## src/controllerPkg.sv

```systemverilog
package controllerPkg;

    localparam int WORD_WIDTH = 16;
    localparam int FLAG_WIDTH = 4;
    localparam int FIELD_WIDTH = 4;
    localparam int OFFSET_WIDTH = WORD_WIDTH - 2 * FIELD_WIDTH;

    // Flag positions, negative in the top bit.
    localparam int FLAG_NEGATIVE = 3;
    localparam int FLAG_ZERO = 2;
    localparam int FLAG_CARRY = 1;
    localparam int FLAG_OVERFLOW = 0;

    // Codes for the datapath result multiplexer.
    localparam logic [1:0] RESULT_ALU = 2'd0;
    localparam logic [1:0] RESULT_SHIFTER = 2'd1;
    localparam logic [1:0] RESULT_UNIT = 2'd2;
    localparam logic [1:0] RESULT_MEMORY = 2'd3;

    typedef enum logic [FIELD_WIDTH-1:0] {
        ADD, SUB, AND, OR, SHL, MUL, DIV, LOAD, STORE, BRANCH, NOP, TRAP
    } opcodes;

    typedef enum logic [FIELD_WIDTH-1:0] {
        ALWAYS, EQ, NE, CS, CC, MI, PL, VS, VC, NEVER
    } conditions;

    typedef enum logic [3:0] {
        FETCH0, FETCH1, FETCH2, FETCH3, DECODE, EXECUTE, MEMORY, WRITEBACK, EXCEPTION
    } states;

    typedef union packed {
        struct packed {
            opcodes                 opcode;
            logic [FIELD_WIDTH-1:0] rd;
            logic [FIELD_WIDTH-1:0] ra;
            logic [FIELD_WIDTH-1:0] rb;
        } registerForm;
        struct packed {
            opcodes                  opcode;
            conditions               condition;
            logic [OFFSET_WIDTH-1:0] offset;
        } branchForm;
    } instructionWord;

    typedef struct packed {
        logic memRead;
        logic memWrite;
        logic addressFromPc;
        logic addressFromResult;
        logic dataDrive;
    } busControl;

    typedef struct packed {
        logic       pcIncrement;
        logic       pcLoad;
        logic       pcVector;
        logic       regWrite;
        logic [1:0] resultSelect;
        logic       flagsWrite;
        logic       unitStart;
        logic       exceptionEnter;
    } datapathControl;

endpackage
```

## src/controller.sv

```systemverilog
`timescale 1ns/10ps

module controller import controllerPkg::*; (
    input  logic                  clk,
    input  logic                  rst,
    input  instructionWord        instruction,
    input  logic [FLAG_WIDTH-1:0] flags,
    input  logic                  exceptionPending,
    input  logic                  interruptPending,
    input  logic                  waitRequest,
    input  logic                  readValid,
    input  logic                  aluDone,
    input  logic                  shifterDone,
    input  logic                  multiplierDone,
    input  logic                  dividerDone,
    output busControl             busCtrl,
    output datapathControl        dpCtrl,
    output logic                  fetchCycle,
    output logic                  machineCycleDone
);

    opcodes    opcode;
    conditions condition;
    logic      conditionResult;
    logic      enable;
    states     state;

    // The opcode sits in the same place in both forms.
    assign opcode = instruction.registerForm.opcode;
    assign condition = instruction.branchForm.condition;

    assign fetchCycle = state inside {FETCH0, FETCH1, FETCH2, FETCH3};
    assign machineCycleDone = (state == FETCH0);

    conditionCheck conditionCheck (
        .condition,
        .flags,
        .conditionResult
    );

    stallLogic stallLogic (
        .state,
        .opcode,
        .waitRequest,
        .readValid,
        .aluDone,
        .shifterDone,
        .multiplierDone,
        .dividerDone,
        .enable
    );

    controllerState controllerState (
        .clk,
        .rst,
        .enable,
        .conditionResult,
        .exceptionPending,
        .interruptPending,
        .opcode,
        .state
    );

    busOutputLogic busOutputLogic (
        .clk,
        .rst,
        .enable,
        .opcode,
        .state,
        .busCtrl
    );

    datapathOutputLogic datapathOutputLogic (
        .clk,
        .rst,
        .enable,
        .conditionResult,
        .exceptionPending,
        .interruptPending,
        .opcode,
        .state,
        .dpCtrl
    );

endmodule

```

## src/datapathOutputLogic.sv

```systemverilog
`timescale 1ns/10ps

module datapathOutputLogic import controllerPkg::*; (
    input  logic           clk,
    input  logic           rst,
    input  logic           enable,
    input  logic           conditionResult,
    input  logic           exceptionPending,
    input  logic           interruptPending,
    input  opcodes         opcode,
    input  states          state,
    output datapathControl dpCtrl
);

    datapathControl nextCtrl;

    always_comb begin
        nextCtrl = '0;
        case (state)
            FETCH3: nextCtrl.pcIncrement = 1'b1;
            DECODE: begin
                nextCtrl.pcLoad = (opcode == BRANCH) && conditionResult;
                nextCtrl.unitStart = !(opcode inside {NOP, BRANCH, TRAP});
            end
            WRITEBACK: begin
                nextCtrl.regWrite = (opcode != STORE);
                nextCtrl.flagsWrite = opcode inside {ADD, SUB, AND, OR, SHL};
                case (opcode)
                    SHL:      nextCtrl.resultSelect = RESULT_SHIFTER;
                    MUL, DIV: nextCtrl.resultSelect = RESULT_UNIT;
                    LOAD:     nextCtrl.resultSelect = RESULT_MEMORY;
                    default:  nextCtrl.resultSelect = RESULT_ALU;
                endcase
            end
            EXCEPTION: begin
                nextCtrl.exceptionEnter = 1'b1;
                nextCtrl.pcVector = 1'b1;
            end
            default:   nextCtrl = '0;
        endcase
    end

    always_ff @(posedge clk) begin
        if (rst) begin
            dpCtrl <= '0;
        end else begin
            dpCtrl <= enable ? nextCtrl : '0;
        end
    end

endmodule

```

## src/busOutputLogic.sv

```systemverilog
`timescale 1ns/10ps

module busOutputLogic import controllerPkg::*; (
    input  logic      clk,
    input  logic      rst,
    input  logic      enable,
    input  opcodes    opcode,
    input  states     state,
    output busControl busCtrl
);

    busControl nextCtrl;
    busControl holdCtrl;

    always_comb begin
        nextCtrl = '0;
        case (state)
            FETCH0: begin
                nextCtrl.memRead = 1'b1;
                nextCtrl.addressFromPc = 1'b1;
            end
            MEMORY: begin
                nextCtrl.addressFromResult = 1'b1;
                if (opcode == STORE) begin
                    nextCtrl.memWrite = 1'b1;
                    nextCtrl.dataDrive = 1'b1;
                end else begin
                    nextCtrl.memRead = 1'b1;
                end
            end
            default: nextCtrl = '0;
        endcase
    end

    // The read and write levels ride through a stall while everything else drops.
    always_comb begin
        holdCtrl = '0;
        holdCtrl.memRead = busCtrl.memRead;
        holdCtrl.memWrite = busCtrl.memWrite;
    end

    always_ff @(posedge clk) begin
        if (rst) begin
            busCtrl <= '0;
        end else begin
            busCtrl <= enable ? nextCtrl : holdCtrl;
        end
    end

endmodule

```

## src/controllerState.sv

```systemverilog
`timescale 1ns/10ps

module controllerState import controllerPkg::*; (
    input  logic   clk,
    input  logic   rst,
    input  logic   enable,
    input  logic   conditionResult,
    input  logic   exceptionPending,
    input  logic   interruptPending,
    input  opcodes opcode,
    output states  state
);

    states nextState;
    logic  eventPending;

    // Exceptions and interrupts share one entry sequence.
    assign eventPending = exceptionPending || interruptPending;

    // ****************************************
    // Phase sequencing
    // ****************************************
    always_comb begin
        nextState = state;
        case (state)
            FETCH0: nextState = FETCH1;
            FETCH1: nextState = FETCH2;
            FETCH2: nextState = FETCH3;
            FETCH3: nextState = DECODE;
            DECODE: begin
                case (opcode)
                    NOP:     nextState = eventPending ? EXCEPTION : FETCH0;
                    TRAP:    nextState = EXCEPTION;
                    BRANCH:  nextState = FETCH0;
                    default: nextState = EXECUTE;
                endcase
            end
            EXECUTE: begin
                if (opcode == LOAD || opcode == STORE) begin
                    nextState = MEMORY;
                end else begin
                    nextState = WRITEBACK;
                end
            end
            MEMORY:    nextState = (opcode == LOAD) ? WRITEBACK : FETCH0;
            WRITEBACK: nextState = eventPending ? EXCEPTION : FETCH0;
            EXCEPTION: nextState = FETCH0;
            default:   nextState = FETCH0;
        endcase
    end

    always_ff @(posedge clk) begin
        if (rst) begin
            state <= FETCH0;
        end else if (enable) begin
            state <= nextState;
        end
    end

endmodule

```

## src/stallLogic.sv

```systemverilog
`timescale 1ns/10ps

module stallLogic import controllerPkg::*; (
    input  states  state,
    input  opcodes opcode,
    input  logic   waitRequest,
    input  logic   readValid,
    input  logic   aluDone,
    input  logic   shifterDone,
    input  logic   multiplierDone,
    input  logic   dividerDone,
    output logic   enable
);

    logic unitDone;

    // Loads and stores compute their address in the ALU.
    always_comb begin
        case (opcode)
            SHL:     unitDone = shifterDone;
            MUL:     unitDone = multiplierDone;
            DIV:     unitDone = dividerDone;
            ADD, SUB, AND, OR, LOAD, STORE: unitDone = aluDone;
            default: unitDone = 1'b1;
        endcase
    end

    always_comb begin
        case (state)
            FETCH0:  enable = ~waitRequest;
            FETCH1:  enable = readValid;
            EXECUTE: enable = unitDone;
            MEMORY:  enable = ~waitRequest && (opcode != LOAD || readValid);
            default: enable = 1'b1;
        endcase
    end

endmodule

```

## src/conditionCheck.sv

```systemverilog
`timescale 1ns/10ps

module conditionCheck import controllerPkg::*; (
    input  conditions              condition,
    input  logic [FLAG_WIDTH-1:0]  flags,
    output logic                   conditionResult
);

    always_comb begin
        case (condition)
            ALWAYS:  conditionResult = 1'b1;
            EQ:      conditionResult = flags[FLAG_ZERO];
            NE:      conditionResult = ~flags[FLAG_ZERO];
            CS:      conditionResult = flags[FLAG_CARRY];
            CC:      conditionResult = ~flags[FLAG_CARRY];
            MI:      conditionResult = flags[FLAG_NEGATIVE];
            PL:      conditionResult = ~flags[FLAG_NEGATIVE];
            VS:      conditionResult = flags[FLAG_OVERFLOW];
            VC:      conditionResult = ~flags[FLAG_OVERFLOW];
            // NEVER and the unused codes are never taken.
            default: conditionResult = 1'b0;
        endcase
    end

endmodule

```

## config.mk

```make
export PLATFORM = sky130hd
export DESIGN_NAME = controller
export DESIGN_NICKNAME = d
export VERILOG_FILES = /design/src/controllerPkg.sv /design/src/controller.sv /design/src/datapathOutputLogic.sv /design/src/busOutputLogic.sv /design/src/controllerState.sv /design/src/stallLogic.sv /design/src/conditionCheck.sv
export SDC_FILE = /design/constraint.sdc
export NUM_CORES = 1
export LEC_CHECK = 0
export CORE_MARGIN = 5
export CORE_UTILIZATION = 55
export CTS_BUF_LIST = sky130_fd_sc_hd__clkbuf_16
export CTS_CLUSTER_SIZE = 16
export DETAILED_ROUTE_END_ITERATION = 6
export DONT_BUFFER_PORTS = 1
export PLACE_DENSITY = 0.7
export SETUP_SLACK_MARGIN = 0.05
export SLEW_MARGIN = 20
export SYNTH_ARGS = -nofsm -noshare
export SYNTH_HDL_FRONTEND = slang
export SYNTH_SLANG_ARGS = --single-unit
```

## constraint.sdc

```tcl
create_clock -name clk -period 2.6 [get_ports clk]
set_input_delay 0.52 -clock clk [delete_from_list [all_inputs] [get_ports clk]]
set_output_delay 0.52 -clock clk [all_outputs]
set_load 0.005 [all_outputs]
```

Word level (Yosys, flattened, before mapping)
Index checks and enable logic that the tools add are counted.
- register bits after elaboration: 17
- input port bits: 30
- output and inout port bits: 16
- equal/unequal tests: 29
- multiplexer cells: 17
- bitwise operators: 9
- reduce and logical (&&, ||, !) cells: 18
- operators with widths (cell ; count):
    == test 4 x 3 -> 1 bit (second input constant) ; 12
    one-hot mux 4 bit (8 select lines) ; 1
    == test 4 x 2 -> 1 bit (second input constant) ; 6
    == test 4 bit (second input constant) ; 6
    == test 4 x 1 -> 1 bit (second input constant) ; 3
    zero test 4 bit ; 3
    one-hot mux 4 bit (3 select lines) ; 1
    NOT 1 bit ; 9
    one-hot mux 1 bit (9 select lines) ; 1
    OR reduction 3 bit ; 3
    one-hot mux 1 bit (4 select lines) ; 2
    two-way mux 1 bit ; 7
    one-hot mux 2 bit (3 select lines) ; 1
    OR reduction 6 bit ; 1
    nonzero test 5 bit ; 1
    two-way mux 4 bit ; 1
    != test 4 x 3 -> 1 bit (second input constant) ; 1
    != test 4 bit (second input constant) ; 1
    nonzero test 4 bit ; 1
    OR reduction 2 bit ; 2
    logical OR 1 bit ; 3
    two-way mux 3 bit ; 1
    nonzero test 3 bit ; 1
    logical AND 1 bit ; 2
    3 further kinds ; 3

Depth between registers and ports, before layout
Gate-level depths: netlist (run 1).
- depth in word-level cells: 6
- gate-level depth with buffers: 7
- gate-level depth less buffers: 5

By module
A second synthesis (run 1) with hierarchy kept.
- cells, all modules: 113
- area, all modules: 1047.3 µm²
- by module, submodules not included (module ; times used ; cells an instance ; area each (µm²)):
    datapathOutputLogic ; 1 ; 29 ; 334.1
    controllerState ; 1 ; 38 ; 295.3
    busOutputLogic ; 1 ; 18 ; 185.2
    stallLogic ; 1 ; 18 ; 141.4
    conditionCheck ; 1 ; 8 ; 75.1
    controller ; 1 ; 2 ; 16.3

Least setup slack after synthesis (run 1)
No wires, ideal clock.
- path kind: input to register
- start: in instruction[14] (netlist bit)
- end: reg controllerState.state[1]
- setup time: 0.121 ns
- data arrival time: 1.827 ns
- required time: 2.479 ns
- path slack: 0.652 ns
- cell stages on the path: 6
- cells stage by stage: clkbuf_2 > and4b_1 > a211oi_1 > a2111o_1 > nor2_4 > mux2_2
- longest elaborated chain between the ends: 4
- ends and longest elaborated chain (what ; line ; source):
    start, declared ; controller.sv:6 ; input instructionWord instruction,
    == test 4 x 3 -> 1 bit (tied with other cells) ; controllerState.sv:45, stallLogic.sv:19 ;
    OR reduction 6 bit or logical OR 1 bit (tied branches) ; stallLogic.sv:19, stallLogic.sv:33 ;
    one-hot mux 1 bit (4 select lines) or logical AND 1 bit (tied branches) ; stallLogic.sv:19, stallLogic.sv:33 ;
    one-hot mux 1 bit (4 select lines) ; stallLogic.sv:29 ; case (state)
    end signal, assigned ; controllerState.sv:56 ; state <= nextState;
    end, declared ; controllerState.sv:11 ; output states state
Several ways; a longest one is shown, not always the timed one.
A chain may end at the register's enable or synchronous reset.

Final worst setup path (run 1)
- start: reg controllerState.state[1]
- end: reg controllerState.state[2]
- longest elaborated chain between the ends: 2
- ends and longest elaborated chain (what ; line ; source):
    == test 4 x 3 -> 1 bit (tied with other cells) ; controllerState.sv:25 ; case (state)
    one-hot mux 4 bit (8 select lines) or one-hot mux 1 bit (4 select lines) (tied branches) ; controllerState.sv:25, stallLogic.sv:29 ;
Several ways; a longest one is shown, not always the timed one.

==> results of run 1 <==
layer usage:
layer  part of all wire  wire [um]
met1               0.43        968
met2               0.48       1090
met3              0.078        176
met4              0.013         29
met5                  0          0
worst max-delay path, delay by kind of cell, from the launching register on:
| kind | cells | cell delay (ps) |
|---|---|---|
| compound gates | 1 | 480 |
| flops | 1 | 680 |
| simple gates | 3 | 580 |
| mux | 1 | 380 |
report_power, final:
group	leakage [nW]	total [mW]	switching, mW	internal [mW]
registers	0.138	0.355	0.0637	0.292
logic	0.214	0.250	0.129	0.120
clock network	0.0409	0.308	0.103	0.206
flip-flops by register name, summed over array words and instances, names as in the netlist:
register and count:
datapathOutputLogic.dpCtrl 8, busOutputLogic.busCtrl 5, controllerState.state 4
cell usage in the layout, fill, tap and decap left out, drive strengths merged, types with 2 or more instances in the layout:
cell,n
a31oi,2
nand4b,3
nand2,5
o21ai,3
nand2b,5
mux2i,7
dfxtp,17
nor2,14
or3,2
a211oi,4
nor3b,2
clkbuf,3
nor4,4
nand3b,3
nor3,9
inv,3
mux2,2
a21oi,3
path summary, 6_finish.rpt:
check                                                from                             to  slack [ps]  cells past startpoint
worst min-delay path                                  rst  datapathOutputLogic.dpCtrl[8]         340                      1
worst max register to register   controllerState.state[1]       controllerState.state[2]         370                      5
worst min register to register  busOutputLogic.busCtrl[3]      busOutputLogic.busCtrl[3]         490                      2
worst max-delay path             controllerState.state[1]       controllerState.state[2]         370                      5
per-stage QoR:
stage	hold slack, ps	instances	utilization
global route	339	140	0.620
floorplan	468	121	-
CTS	340	140	0.620
finish	341	140	0.620
detailed placement	489	136	0.574
global placement	486	136	0.574
cell families after synthesis:
group | count (synthesis) | synth area share
muxes | 9 | 0.0884
DFF | 17 | 0.325
and+or+nand+nor | 57 | 0.338
buffers and inverters | 14 | 0.0800
xor gates and xnor gates | 1 | 0.00836
AOI/OAI and AO/OA | 23 | 0.160
area by class of cell:
| cell class | instances | area share |
|---|---|---|
| Inverter | 3 | 0.0103 |
| Sequential cell | 17 | 0.311 |
| Multi-Input combinational cell | 90 | 0.570 |
| Tap cell | 25 | 0.0286 |
| Timing Repair Buffer | 1 | 0.00686 |
| Clock inverter | 1 | 0.00458 |
| Clock buffer | 3 | 0.0686 |
==> metrics.txt, run 1 <==
initial antenna violation count=0; met1 usage=0.208; Final WS setup=366 ps; largest net degree at the start of global routing=17; vias in the first global route=843; DP Wirelength=1.64 mm; Final Skew=3.57 ps; die extent in x=53.6 um; outcome=finished, final reports clean; max_cap viols=0; pwr dens=835 nW/um^2; Cell Chain, Critical Path=nor4bb_4 > and2_0 > a2111o_1 > nor2_4 > mux2_2; Post-Synthesis Cells=121; total CTS buffers=3; Crit path largest cell delay=680 ps; Commonest cells post-synth=dfxtp_1, nor2_1, nor3_1, mux2i_1; antenna violation net count after detailed routing=0; CTS tree=done; H-tree levels=1; final setup vio count=0; Worst VDD drop=0.468 mV; ys flop type=dfxtp_1; Fin. Hold Viols=0; first-pass GRT wire length=3.69 mm; cts hold-fix bufs=0; post-synth top area share=0.325; Tot Pwr=914 uW; Slew Viols, Final=0; vias per cell=6.27; Post-synth EDFFs=0; Tot GR Track Use=0.177; sequential share of the synthesized area=0.325; Synth cell types=46; die height=53.6 um; initial DRC count=19; slowest CP cell=dfxtp_1; Yosys reg bits=17; WL/cell=16.2 um; unrepaired setup endpoints after global routing=false; Multi-input gate area=623 um^2; max frequency=448 MHz; setup slack at placement=400 ps; relative max-transition margin=0.615; Arr. time, crit path=2370 ps; Static Leakage=0.392 nW; die area=2880 um^2; Worst Tran Pin Value=577 ps; # IOs=46; CP max FO=14; kind of critical path=reg -> reg; Post-DP Area=1010 um^2; Clock Tree Buf Depth=2; synth-to-layout area growth=4.42%; Starting Density=0.594; GR Overflow Total=0; clk_lat worst skew=250 ps; FILL cells=172; drt total wl=2.26 mm; sequential cell area=340 um^2; CP Capture Type=flip-flop; Setup Fix Bufs, Post-CTS=0; Layout Nets=146; post-route setup TNS=0 ps; root buffer cell=clkbuf_16; number of diodes=0; met2 Usage GRT=0.298; min Tclk post-route=2230 ps; final period utilization=0.859; Worst EP required=2740 ps; share of post-route cells with drive strength above 1=0.113; Layout Cell Area excl Fill=1090 um^2; num rows=15; Synth area leader=dfxtp_1; via count=878; DR pass1 iterations=4; residual DRC count=0; Post-CTS Resized=0; dominant cells by area after synthesis=dfxtp_1, mux2i_1, nor2_1; Mapped Nets=151; synthesis warning total=0; routability cong.=0.775; number of I/O port buffers=0; CTS Sinks=17; share of flip-flops with an asynchronous set or reset=0; Netlist Area Pre-Place=1050 um^2; Hold WC Path Type=in -> reg; Worst-path clk slew=50 ps; nature of the critical path startpoint=flip-flop; syn avg cell area=8.65 um^2; core area=1760 um^2; grt peak-use layer=met2; GR met3 Demand/Resource=0.0582; most numerous cell in the Yosys netlist=dfxtp_1
No activity file was read; power rests on OpenSTA's default activity.
==> run 2: changes to the inputs <==
Settings changed: ABC_AREA set to 1.
==> metrics.txt, run 2 <==
vias per cell=5.25 (was 6.27); DP Wirelength=1.74 mm (was 1.64 mm); Yosys reg bits=17 (unchanged); CP Capture Type=output port (was flip-flop); WL/cell=12.4 um (was 16.2 um); DR pass1 iterations=4 (unchanged); share of post-route cells with drive strength above 1=0.260 (was 0.113); most frequent cells in the layout=nand2_1, dfxtp_1, inv_1, nand3_1, nor2_2 (was dfxtp_1, nor2_1, nor3_1, mux2i_1); biggest regs=datapathOutputLogic.dpCtrl: 8 flops, busOutputLogic.busCtrl: 5 flops, controllerState.state: 4 flops (unchanged); slowest CP cell=dfxtp_1 (unchanged); Starting Density=0.561 (was 0.594); die height=54.1 um (was 53.6 um); relative max-transition margin=0.670 (was 0.615); CTS Sinks=17 (unchanged); CTS tree=done (unchanged); share of flip-flops with an asynchronous set or reset=0 (unchanged); initial antenna violation count=0 (unchanged); Mapped Nets=174 (was 151); final setup vio count=0 (unchanged); kind of critical path=reg -> out (was reg -> reg); Post-CTS Resized=0 (unchanged); number of diodes=0 (unchanged); Post-synth EDFFs=0 (unchanged); clk_lat worst skew=250 ps (about the same); num rows=16 (was 15); largest net degree at the start of global routing=13 (was 17); via count=909 (was 878); pwr dens=927 nW/um^2 (was 835 nW/um^2); synthesis warning total=0 (unchanged); Worst VDD drop=0.597 mV (was 0.468 mV); first-pass GRT wire length=3.78 mm (was 3.69 mm); outcome=finished, final reports clean (unchanged); post-synth top area share=0.319 (was 0.325); Synth area leader=dfxtp_1 (unchanged); most numerous cell in the Yosys netlist=nand2_1 (was dfxtp_1); sequential share of the synthesized area=0.319 (was 0.325); # IOs=46 (unchanged); die area=2920 um^2 (was 2880 um^2); max_cap viols=0 (unchanged); DR WL met3=108 um (was 176 um); H-tree levels=1 (unchanged); Hold WC Path Type=in -> reg (unchanged); Slew Viols, Final=0 (unchanged); Worst Tran Pin Value=494 ps (was 577 ps); ys flop type=dfxtp_1 (unchanged); root buffer cell=clkbuf_16 (unchanged); Worst-path clk slew=50 ps (about the same); Static Leakage=0.520 nW (was 0.392 nW); Cell Chain, Critical Path=nor2_4 > nand2_4 > inv_1 (was nor4bb_4 > and2_0 > a2111o_1 > nor2_4 > mux2_2); largest reg by FF count=datapathOutputLogic.dpCtrl (unchanged); fin util=0.614 (was 0.620); CP max FO=6 (was 14); met2 routed WL=1.07 mm (was 1.09 mm); post-route setup TNS=0 ps (unchanged); Synth cell types=27 (was 46); Post-Synthesis Cells=144 (was 121); Layout Nets=177 (was 146); initial DRC count=20 (was 19); synth-to-layout area growth=9.38% (was 4.42%); Final Skew=2.24 ps (was 3.57 ps); number of I/O port buffers=0 (unchanged); die extent in x=54.1 um (was 53.6 um); min Tclk post-route=1570 ps (was 2230 ps); Setup Fix Bufs, Post-CTS=0 (unchanged); total CTS buffers=3 (unchanged); cts hold-fix bufs=0 (unchanged); dominant cells by area after synthesis=dfxtp_1, nand2_1, nand3_1 (was dfxtp_1, mux2i_1, nor2_1); nature of the critical path startpoint=flip-flop (unchanged); max reg flops=8 (unchanged); drt total wl=2.14 mm (was 2.26 mm); Max Used Layer=met4 (unchanged); Crit path largest cell delay=380 ps (was 680 ps); antenna violation net count after detailed routing=0 (unchanged); Clock Tree Buf Depth=2 (unchanged); GR Overflow Total=0 (unchanged); unrepaired setup endpoints after global routing=false (unchanged); syn avg cell area=7.41 um^2 (was 8.65 um^2); final period utilization=0.604 (was 0.859); Worst EP required=2080 ps (was 2740 ps); Netlist Area Pre-Place=1070 um^2 (was 1050 um^2); Arr. time, crit path=1050 ps (was 2370 ps); Tot GR Track Use=0.180 (was 0.177); most common cell after layout, fill and taps aside=nand2_1 (was dfxtp_1); Commonest cells post-synth=nand2_1, dfxtp_1, inv_1, nand3_1, nor2_2 (was dfxtp_1, nor2_1, nor3_1, mux2i_1); vias in the first global route=896 (was 843); routability cong.=0.883 (was 0.775); Met1 Wirelength=923 um (was 968 um); core area=1900 um^2 (was 1760 um^2); residual DRC count=0 (unchanged); Fin. Hold Viols=0 (unchanged); max frequency=637 MHz (was 448 MHz)
## run 2: critical path, delay by kind of cell, from the launching register on
kind,cells,cell delay [ps]
DFF,1,380
and+or+nand+nor,2,330
buffers and inverters,1,90
## run 2: power by group
| group | total (mW) | switching (mW) | internal, mW |
|---|---|---|---|
| Clock | 0.303 | 0.0989 | 0.204 |
| Sequential | 0.328 | 0.0366 | 0.291 |
| Combinational | 0.452 | 0.297 | 0.155 |
## run 2: routing by layer
layer,vias up,GRT usage
met1,402,0.223
li1,479,-
met2,23,0.290
met5,-,0
met3,5,0.0526
met4,0,0.0747
## run 2: cell families after synthesis
group	after synthesis	share of synthesized area
simple gates	89	0.516
buf+inv	23	0.0856
flops	17	0.319
compound gates	15	0.0797
## run 2: final timing paths
check | cells after the start | start | endpoint | slack, ps
max reg2reg | 9 | controllerState.state[0] | datapathOutputLogic.dpCtrl[1] | 1150
min reg2reg | 2 | busOutputLogic.busCtrl[4] | busOutputLogic.busCtrl[4] | 500
min | 1 | rst | controllerState.state[3] | 330
max | 3 | controllerState.state[3] | machineCycleDone | 1030
## run 2: final cells by class
class	instances	area, um^2
fillers	175	734
well taps	27	33.8
clock inverters	1	3.75
inverters	21	78.8
flip-flops and latches	17	340
clock buffers	3	75.1
multi-input cells	104	636
## run 2: metrics by stage
stage / std cells / hold slack (ps) / instance area, um^2 / setup slack, ps / total power, mW
floorplan: 144 / 474 / 1070 / 1200 / 0.723
finish: 173 / 333 / 1170 / 1030 / 1.08
detailed placement: 169 / 495 / 1090 / 1090 / 0.785
CTS: 173 / 335 / 1170 / 1020 / 1.09
global placement: 169 / 494 / 1090 / 1090 / 0.782
global route: 173 / 340 / 1170 / 971 / 1.16
